--- src/hw/resp_pkg.sv ---
package resp_pkg;

  // ----------------------------------------
  // Bus widths
  // ----------------------------------------

  // Route mask width, also the upper bound on requestor count
  localparam int ROUTE_W = 8;

  // Tag identifies the original request
  localparam int TAG_W   = 8;

  localparam int DATA_W  = 32;

  // Address layout: tag in the upper byte, route mask in the lower byte
  localparam int ADR_W   = 16;

  // Saturating discard counter
  localparam int DROP_W  = 16;

  // ----------------------------------------
  // Stored response
  // ----------------------------------------

  typedef struct packed {
    logic [ROUTE_W-1:0] route;
    logic [TAG_W-1:0]   tag;
    logic [DATA_W-1:0]  data;
  } resp_payload_t;

endpackage : resp_pkg

--- src/hw/resp_ingress.sv ---
`timescale 1ns/100ps

module resp_ingress import resp_pkg::*; (
  input  logic              ap_clk,
  input  logic              areset_control,
  input  logic              in_cyc,
  input  logic              in_stb,
  input  logic              in_we,
  input  logic [ADR_W-1:0]  in_adr,
  input  logic [DATA_W-1:0] in_dat,
  input  logic              full,
  output logic              in_ack,
  output logic              wr_en,
  output resp_payload_t     wr_data,
  output logic [DROP_W-1:0] drop_count
);

  // ----------------------------------------
  // Request decode
  // ----------------------------------------
  logic               accept;
  logic               is_write;
  logic               route_empty;
  logic [ROUTE_W-1:0] in_route;
  logic [TAG_W-1:0]   in_tag;

  // One transfer per ack pulse, none while the FIFO is full
  assign accept   = in_cyc & in_stb & ~in_ack & ~full;
  assign is_write = accept & in_we;

  // Split the address into tag and route mask
  assign in_tag      = in_adr[ADR_W-1 -: TAG_W];
  assign in_route    = in_adr[ROUTE_W-1:0];
  assign route_empty = (in_route == '0);

  // ----------------------------------------
  // Acknowledge and FIFO push
  // ----------------------------------------

  // Ack and push leave on the same edge
  always_ff @(posedge ap_clk) begin
    if (areset_control) begin
      in_ack <= 1'b0;
      wr_en  <= 1'b0;
    end else begin
      in_ack <= accept;
      wr_en  <= is_write & ~route_empty;
    end
  end

  // Payload is only looked at while wr_en is high
  always_ff @(posedge ap_clk) begin
    if (accept) begin
      wr_data.route <= in_route;
      wr_data.tag   <= in_tag;
      wr_data.data  <= in_dat;
    end
  end

  // ----------------------------------------
  // Discard counter
  // ----------------------------------------

  // Unroutable writes are acked but never stored
  always_ff @(posedge ap_clk) begin
    if (areset_control) begin
      drop_count <= '0;
    end else if (is_write && route_empty) begin
      // Sticks at all ones
      if (drop_count != {DROP_W{1'b1}}) begin
        drop_count <= drop_count + 1'b1;
      end
    end
  end

endmodule : resp_ingress

--- src/hw/resp_fifo.sv ---
`timescale 1ns/100ps

module resp_fifo #(
  parameter type item_t = logic [7:0],
  parameter int  DEPTH  = 16
) (
  input  logic  ap_clk,
  input  logic  areset_control,
  input  logic  wr_en,
  input  item_t wr_data,
  input  logic  rd_en,
  output item_t rd_data,
  output logic  full,
  output logic  empty
);

  // Depth is a power of two, so the pointers wrap on their own
  localparam int AW = $clog2(DEPTH);

  // ----------------------------------------
  // Storage and pointers
  // ----------------------------------------
  item_t        mem [DEPTH];
  logic [AW-1:0] wr_ptr;
  logic [AW-1:0] rd_ptr;
  logic [AW:0]   count;
  logic [AW:0]   count_next;

  logic push;
  logic pop;

  // Requests are ignored at the boundaries
  assign push = wr_en & ~full;
  assign pop  = rd_en & ~empty;

  // Head shown straight from memory
  assign rd_data = mem[rd_ptr];

  always_ff @(posedge ap_clk) begin
    if (push) begin
      mem[wr_ptr] <= wr_data;
    end
  end

  always_ff @(posedge ap_clk) begin
    if (areset_control) begin
      wr_ptr <= '0;
      rd_ptr <= '0;
    end else begin
      if (push) begin
        wr_ptr <= wr_ptr + 1'b1;
      end
      if (pop) begin
        rd_ptr <= rd_ptr + 1'b1;
      end
    end
  end

  // ----------------------------------------
  // Occupancy
  // ----------------------------------------

  // Push and pop together leave the count alone
  always_comb begin
    count_next = count;
    if (push && !pop) begin
      count_next = count + 1'b1;
    end else if (pop && !push) begin
      count_next = count - 1'b1;
    end
  end

  // Flags registered from the next count
  always_ff @(posedge ap_clk) begin
    if (areset_control) begin
      count <= '0;
      full  <= 1'b0;
      empty <= 1'b1;
    end else begin
      count <= count_next;
      full  <= (count_next == DEPTH[AW:0]);
      empty <= (count_next == '0);
    end
  end

endmodule : resp_fifo

--- src/hw/resp_multicast_egress.sv ---
`timescale 1ns/100ps

module resp_multicast_egress import resp_pkg::*; #(
  parameter int NUM_REQUESTORS = 4
) (
  input  logic                      ap_clk,
  input  logic                      areset_control,
  input  resp_payload_t             rd_data,
  input  logic                      empty,
  input  logic [NUM_REQUESTORS-1:0] out_ack,
  output logic                      rd_en,
  output logic [NUM_REQUESTORS-1:0] out_cyc,
  output logic [NUM_REQUESTORS-1:0] out_stb,
  output logic [TAG_W-1:0]          out_tag,
  output logic [DATA_W-1:0]         out_dat
);

  // ----------------------------------------
  // Controller state
  // ----------------------------------------
  typedef enum logic {
    ST_IDLE,
    ST_DELIVER
  } state_t;

  state_t                    state_q;
  logic [NUM_REQUESTORS-1:0] pending_q;
  logic [NUM_REQUESTORS-1:0] head_mask;
  logic                      load;
  logic                      done;

  // Route bits beyond the last requestor are dropped here
  assign head_mask = rd_data.route[NUM_REQUESTORS-1:0];

  // Take a new head whenever idle and the FIFO has one
  assign load = (state_q == ST_IDLE) & ~empty;

  // All ports served, or nothing in range to begin with
  assign done = (state_q == ST_DELIVER) & (pending_q == '0);

  always_ff @(posedge ap_clk) begin
    if (areset_control) begin
      state_q <= ST_IDLE;
    end else begin
      case (state_q)
        ST_IDLE: begin
          if (!empty) begin
            state_q <= ST_DELIVER;
          end
        end
        ST_DELIVER: begin
          if (pending_q == '0) begin
            state_q <= ST_IDLE;
          end
        end
        default: begin
          state_q <= ST_IDLE;
        end
      endcase
    end
  end

  // ----------------------------------------
  // Pending mask
  // ----------------------------------------

  // Each ack retires its own port only
  always_ff @(posedge ap_clk) begin
    if (areset_control) begin
      pending_q <= '0;
    end else if (load) begin
      pending_q <= head_mask;
    end else begin
      pending_q <= pending_q & ~out_ack;
    end
  end

  // Shared payload, captured with the head
  always_ff @(posedge ap_clk) begin
    if (load) begin
      out_tag <= rd_data.tag;
      out_dat <= rd_data.data;
    end
  end

  // ----------------------------------------
  // Bus outputs
  // ----------------------------------------

  // A port stays in its cycle until it acks
  assign out_cyc = pending_q;
  assign out_stb = pending_q;

  // One-cycle pop once the last port is done
  assign rd_en = done;

endmodule : resp_multicast_egress

--- src/hw/resp_demux_top.sv ---
`timescale 1ns/100ps

module resp_demux_top import resp_pkg::*; #(
  parameter int NUM_REQUESTORS = 4,
  parameter int FIFO_DEPTH     = 16
) (
  input  logic                      ap_clk,
  input  logic                      areset_control,
  input  logic                      in_cyc,
  input  logic                      in_stb,
  input  logic                      in_we,
  input  logic [ADR_W-1:0]          in_adr,
  input  logic [DATA_W-1:0]         in_dat,
  input  logic [NUM_REQUESTORS-1:0] out_ack,
  output logic                      in_ack,
  output logic [DROP_W-1:0]         drop_count,
  output logic [NUM_REQUESTORS-1:0] out_cyc,
  output logic [NUM_REQUESTORS-1:0] out_stb,
  output logic [TAG_W-1:0]          out_tag,
  output logic [DATA_W-1:0]         out_dat
);

  // ----------------------------------------
  // Internal links
  // ----------------------------------------
  logic          wr_en;
  resp_payload_t wr_data;
  logic          full;
  logic          rd_en;
  resp_payload_t rd_data;
  logic          empty;

  resp_ingress ingress_i (
    .ap_clk        (ap_clk),
    .areset_control(areset_control),
    .in_cyc        (in_cyc),
    .in_stb        (in_stb),
    .in_we         (in_we),
    .in_adr        (in_adr),
    .in_dat        (in_dat),
    .full          (full),
    .in_ack        (in_ack),
    .wr_en         (wr_en),
    .wr_data       (wr_data),
    .drop_count    (drop_count)
  );

  resp_fifo #(
    .item_t(resp_payload_t),
    .DEPTH (FIFO_DEPTH)
  ) fifo_i (
    .ap_clk        (ap_clk),
    .areset_control(areset_control),
    .wr_en         (wr_en),
    .wr_data       (wr_data),
    .rd_en         (rd_en),
    .rd_data       (rd_data),
    .full          (full),
    .empty         (empty)
  );

  resp_multicast_egress #(
    .NUM_REQUESTORS(NUM_REQUESTORS)
  ) egress_i (
    .ap_clk        (ap_clk),
    .areset_control(areset_control),
    .rd_data       (rd_data),
    .empty         (empty),
    .out_ack       (out_ack),
    .rd_en         (rd_en),
    .out_cyc       (out_cyc),
    .out_stb       (out_stb),
    .out_tag       (out_tag),
    .out_dat       (out_dat)
  );

endmodule : resp_demux_top

--- config.mk ---
export PLATFORM = sky130hd
export DESIGN_NAME = resp_demux_top
export DESIGN_NICKNAME = d
export VERILOG_FILES = /design/src/hw/resp_pkg.sv /design/src/hw/resp_ingress.sv /design/src/hw/resp_fifo.sv /design/src/hw/resp_multicast_egress.sv /design/src/hw/resp_demux_top.sv
export SDC_FILE = /design/constraint.sdc
export NUM_CORES = 1
export LEC_CHECK = 0
export ABC_AREA = 0
export BUFFER_PORTS_ARGS = -buffer_cell sky130_fd_sc_hd__buf_2
export CORE_UTILIZATION = 45
export DETAILED_ROUTE_END_ITERATION = 8
export PLACE_DENSITY = 0.59
export REMOVE_ABC_BUFFERS = 1
export SLEW_MARGIN = 20
export SYNTH_ARGS = -nofsm -noshare
export SYNTH_HDL_FRONTEND = slang
export SYNTH_SLANG_ARGS = --single-unit
--- constraint.sdc ---
create_clock -name ap_clk -period 4.4 [get_ports ap_clk]
set_clock_uncertainty 0.1 [all_clocks]
set_input_delay 1.32 -clock ap_clk [delete_from_list [all_inputs] [get_ports ap_clk]]
set_output_delay 1.32 -clock ap_clk [all_outputs]
set_load 0.03 [all_outputs]
Word-level counts from Yosys, hierarchy flattened. Memory sizes are Yosys's and may differ from the RTL's. A register that Yosys moved wholly into a read port is not among the register bits. Index checks and enable logic that the tools add are counted.

Add/subtract/negate cells: 5. Multiply operators: 0. Divide/modulo/power cells: 0. Order comparisons: 0. Eq/ne operators: 2. Shift operators: 0. Mux-type cells: 10. Bitwise operators: 16. Reduce and logical (&&, ||, !) cells: 9.

Operator list (number): 16-bit by 1-bit adder with 16-bit output, second input constant (1); 16-bit != test, second input constant (1); 4-bit two-way mux (3); 5-bit two-way mux (2); 1-bit bitwise AND (9); 4-bit by 1-bit adder with 4-bit output, second input constant (2); 8-bit logical NOT (1); 5-bit by 1-bit adder with 5-bit output, second input constant (1); 5-bit == test, second input constant (1); 5-bit logical NOT (1); 1-bit inverter (5); 5-bit by 1-bit subtractor with 5-bit output, second input constant (1); 4-bit bitwise AND (1); 4-bit logical NOT (1); 1-bit two-way mux (4); 4-bit inverter (1); 1-bit logical AND (3); 1-bit logical NOT (2); 1-bit case mux with 2 select lines (1); 2-bit AND reduction (1).

Flip-flop bits (word level): 126. Bits in latches: 0. RAM bits: 768. Memory bits (read-only): 0. Bits of input ports: 57. Logic and storage cells: 58. Memories: 1.

Memories: fifo_i.mem (words 16, width 48, read ports 1, clocked after Yosys merged registers in 1, wr ports 1, RTL line resp_fifo.sv:23) `item_t mem [DEPTH];`.

Depth between registers and ports, before layout.
Word-level depth: 7. Mapped depth: 7.

Modules after synthesis. From an unflattened synthesis, not the netlist that was laid out.

Cells, all modules: 1412. Area, all modules: 33683.6 um^2.

By module, submodules not included: resp_fifo (instances 1, cells each 1180, area each 29808.6 um^2, seq. area each 23442.5 um^2); resp_ingress (instances 1, cells each 165, area each 2433.6 um^2, seq. area each 1801.7 um^2); resp_multicast_egress (instances 1, cells each 67, area each 1441.4 um^2, seq. area each 1301.2 um^2).

Worst setup path after synthesis. Ideal clock, no wire load.

Kind: input to register. Start: input in_cyc. End: register ingress_i.drop_count[15]. Setup time: 70 ps. Arrival: 3507 ps. Required time: 4230 ps. Slack: 723 ps. Stages: 6. Path buffers: 0. Cells stage by stage: nand3_1 inv_1 and4_4 o211ai_2 or4_1 a21oi_1.

Longest elaborated chain between the ends: 6.

RTL lines: from (decl) (RTL line resp_demux_top.sv:9) `input logic in_cyc,`; 1-bit bitwise AND (3 in series) (RTL line resp_ingress.sv:28) `assign accept = in_cyc & in_stb & ~in_ack & ~full;`; net ingress_i.accept (RTL line resp_ingress.sv:21) `logic accept;`; 1-bit bitwise AND (RTL line resp_ingress.sv:29) `assign is_write = accept & in_we;`; 1-bit logical AND (RTL line resp_ingress.sv:68) `end else if (is_write && route_empty) begin`; 2-bit AND reduction (no line); to (signal assigned) (RTL line resp_ingress.sv:71) `drop_count <= drop_count + 1'b1;`; to (decl) (RTL line resp_ingress.sv:15) `output logic [DROP_W-1:0] drop_count`.

The timed path passes the listed nets, and every way through them passes these cells. A chain may end at the register's enable or synchronous reset.

Final worst setup path.
Start: register egress_i.out_dat[16]. End: output out_dat[16].

RTL lines: from (decl) (RTL line resp_multicast_egress.sv:15) `output logic [DATA_W-1:0] out_dat`; from (signal assigned) (RTL line resp_multicast_egress.sv:82) `out_dat <= rd_data.data;`; to (decl) (RTL line resp_demux_top.sv:20) `output logic [DATA_W-1:0] out_dat`.

No word-level cell between the ends.

==> results.toml <==
[run_status]
outcome = "completed"

[clock_network]
cts.sinks = 830
clk_latency_ns = 0.61
cts_buffer_depth = 3
cts_resized = 0
htreeDepth = 3
root_buffer = "clkbuf_16"
cts_hold_buf = 0
post_cts_buffers = 0
cts_tree = "built"
cts.clk_slew.worst_paths_ns = 0.06
cts_buffers = 85

[floorplan]
dieWidth_um = 264.6
die_area_sq_mm = 0.07001
die_h_um = 264.6
start_util = 0.4580
rows = 95
ios = 122
coreArea_sq_mm = 0.06775

[critical_path]
critPathTopFamily = "flip-flops"
worst_ep_required_time_ns = 2.98
path_buf_inv = 1
slowest_stage = "edfxtp_1"
worstSetupPathDepth = 1
path_class = "register to output pin"
endpoint_kind = "output pin"
worstPathArrival_ns = 1.32
startpoint_type = "register"
r2r_cells = 3
critPathMaxFanout = 1
cpPeakStageDelay_ns = 0.48
path_cells = "buf_2"

[grt]
grt_pass1_vias = 14750
grt_max_degree = 77
grt_pass1_wl_mm = 98.37
track_usage = 0.1953
grt.overflow.total = 0
antenna_found_initial = 1

[synthesis]
synthXorXnorAreaFrac = 0.004194
ys_warn_count = 0
ys_seq_elements = 830
synth_top_family_by_area = "multiplexers"
yosys.area_share.simple = 0.02230
ys_dominant_reg_cell = "edfxtp_1"
muxShareOfSynthArea = 0.1578
synth_adder_area_share = 0.003226
synth_compound_area_frac = 0.01214
synth_edf_count = 788
synth_cells = 1313
synth_cell_types = 56
syn_area_sq_mm = 0.03103
syn_avg_cell_area_sq_um = 23.63
async_reset_ff_frac = 0
synth-seq-area-share = 0.7897

[finish]
diodes = 0
area_growth_pct = 14.70
final_cell_area_sq_mm = 0.03559
drive_gt1_frac = 0.3408
nNetsFinal = 1569

[timing]
fmax_ghz = 0.3653
tightest_slew_ns = 0.9646
rsz0062_at_grt = "false"
min_period_over_period = 0.6221
setup_viol = 0
period_needed_ns = 2.737
layout_setup_ws_ns = 1.663
finalHoldViolations = 0
finalSetupTns_ns = 0
maxSlewViolCount = 0
relSlewSlack = 0.3570

[power]
p_comb_frac = 0.034
fin_total_pwr_mw = 16.20
p_leak_nw = 11.10
power_density_mw_per_mm2 = 455.1
vdd_drop_max_uv = 258.9
p_int_mw = 12.84
p_clk_frac = 0.418
sw_frac_of_total = 0.2071
p_sw_mw = 3.355
power_frac_seq = 0.548

[placement]
pre_cts_slack_ns = 1.062
finalWeightedCongestion = 0.7259
portBuffers = 121
dp_hpwl_mm = 35.47
place_area_sq_mm = 0.03301

[route]
antenna_left = 0
wl_per_cell_um = 27.40
vias = 14040
drt_iter0_drc = 1176
drt-pass1-iter-count = 5
route.detailed.drc = 0
wl_mm = 66.85
via_per_inst = 5.755

[worst_hold_path]
whs_path_depth = 2
hp-class = "register to register"

[flow_run]
drv_cap = 0
[cells in the mapped netlist (2+ instances only)]
master	count	area share
a211oi_1	3	0.00073
nand2_1	23	0.0028
a41o_1	3	0.00097
nor3_1	3	0.00048
xnor2_1	5	0.0014
buf_4	8	0.0019
a22oi_1	4	0.00097
nand3_1	16	0.0026
xor2_1	8	0.0023
clkbuf_1	19	0.0023
nor2_1	23	0.0028
ha_1	8	0.0032
or3_1	7	0.0014
and2_1	17	0.0034
buf_2	16	0.0026
edfxtp_1	788	0.76
and3_1	6	0.0012
buf_1	13	0.0016
dfxtp_1	42	0.027
o31ai_1	2	0.00048
a31oi_1	4	0.00081
o21ai_0	8	0.0013
or4_1	2	0.00048
buf_6	2	0.00073
mux2i_1	2	0.00065
o311ai_0	2	0.00056
nor4_2	4	0.0016
mux4_2	216	0.16
inv_1	13	0.0016
a21oi_1	12	0.0019
nor2b_1	5	0.0010
nand4_1	5	0.0010
[placed cells by master, fill, tap and decap left out, drive strengths merged, types with 3 or more instances in the layout]
| cell type | Yosys | routed |
|---|---|---|
| xor2 | 9 | 9 |
| a21oi | 12 | 12 |
| dfxtp | 42 | 42 |
| or4 | 3 | 3 |
| a31oi | 4 | 4 |
| nand2 | 23 | 23 |
| clkinv | 0 | 38 |
| and3 | 6 | 6 |
| a211oi | 3 | 3 |
| mux4 | 216 | 216 |
| nor2b | 5 | 5 |
| or3 | 7 | 7 |
| inv | 13 | 16 |
| nor3 | 4 | 4 |
| buf | 39 | 162 |
| a22oi | 4 | 4 |
| xnor2 | 5 | 5 |
| bufinv | 0 | 6 |
| and2 | 18 | 18 |
| nand3 | 16 | 16 |
| o21ai | 10 | 10 |
| nor4 | 4 | 4 |
| o31ai | 3 | 3 |
| clkbuf | 19 | 102 |
| nand4 | 5 | 5 |
| ha | 8 | 8 |
| nor2 | 24 | 24 |
| edfxtp | 788 | 788 |
| a41o | 4 | 4 |
[routing by layer]
layer	track usage	vias to the layer above	share of wire
met5	0	-	0
met4	0.05123	0	0.016
met3	0.02778	89	0.051
met2	0.3285	397	0.51
met1	0.2695	7597	0.42
li1	-	5960	-
[stage by stage]
stage,util,std cells,hold WS [ns]
final,0.5253,2440,0.4073
after global routing,0.5253,2440,0.4378
after CTS,0.5253,2440,0.4050
after detailed placement,0.4872,2290,0.3949
after global placement,0.4872,2290,0.3935
after floorplan,-,1255,0.3600
[path summary, 6_finish.rpt]
kind	start	to	slack, ns
max	egress_i.out_dat[16]	out_dat[16]	1.66
min	ingress_i.drop_count[12]	ingress_i.drop_count[12]	0.41
max reg2reg	register	egress_i.out_dat[4]	1.71
min reg2reg	ingress_i.drop_count[12]	ingress_i.drop_count[12]	0.41
[registers in the layout, summed over array words and instances, names as in the netlist, 4 cells and up, named ones only]
signal                count
fifo_i.mem              704
ingress_i.wr_data        44
egress_i.out_dat         32
ingress_i.drop_count     16
egress_i.out_tag          8
fifo_i.count              5
egress_i.out_cyc          4
fifo_i.rd_ptr             4
fifo_i.wr_ptr             4
[cell families (layout without fill, tap and decap cells)]
kind of cell | Yosys count | count (layout)
and+or+nand+nor | 122 | 122
DFF | 830 | 830
adders and majority gates | 8 | 8
AOI/OAI and AO/OA | 49 | 49
buffers and inverters | 71 | 325
xor gates and xnor gates | 14 | 14
muxes | 219 | 219
[final cells by class]
cell class / count / area (sq um)
repair buffers: 162 / 1139
clock inverters: 48 / 380.4
flip-flops and latches: 830 / 24520
fillers: 5237 / 32160
well taps: 873 / 1092
inverters: 13 / 48.80
clock buffers: 102 / 2201
multi-input cells: 412 / 6215
[power by group through the flow]
stage	clock network, mW	registers, mW	logic, mW
after floorplan	0	9.14	0.237
after global placement	0	9.03	0.562
after detailed placement	0	9.04	0.567
after CTS	6.91	8.87	0.568
after global routing	7.22	8.89	0.590
final	6.77	8.87	0.555
Power figures use the tool's default switching activity.
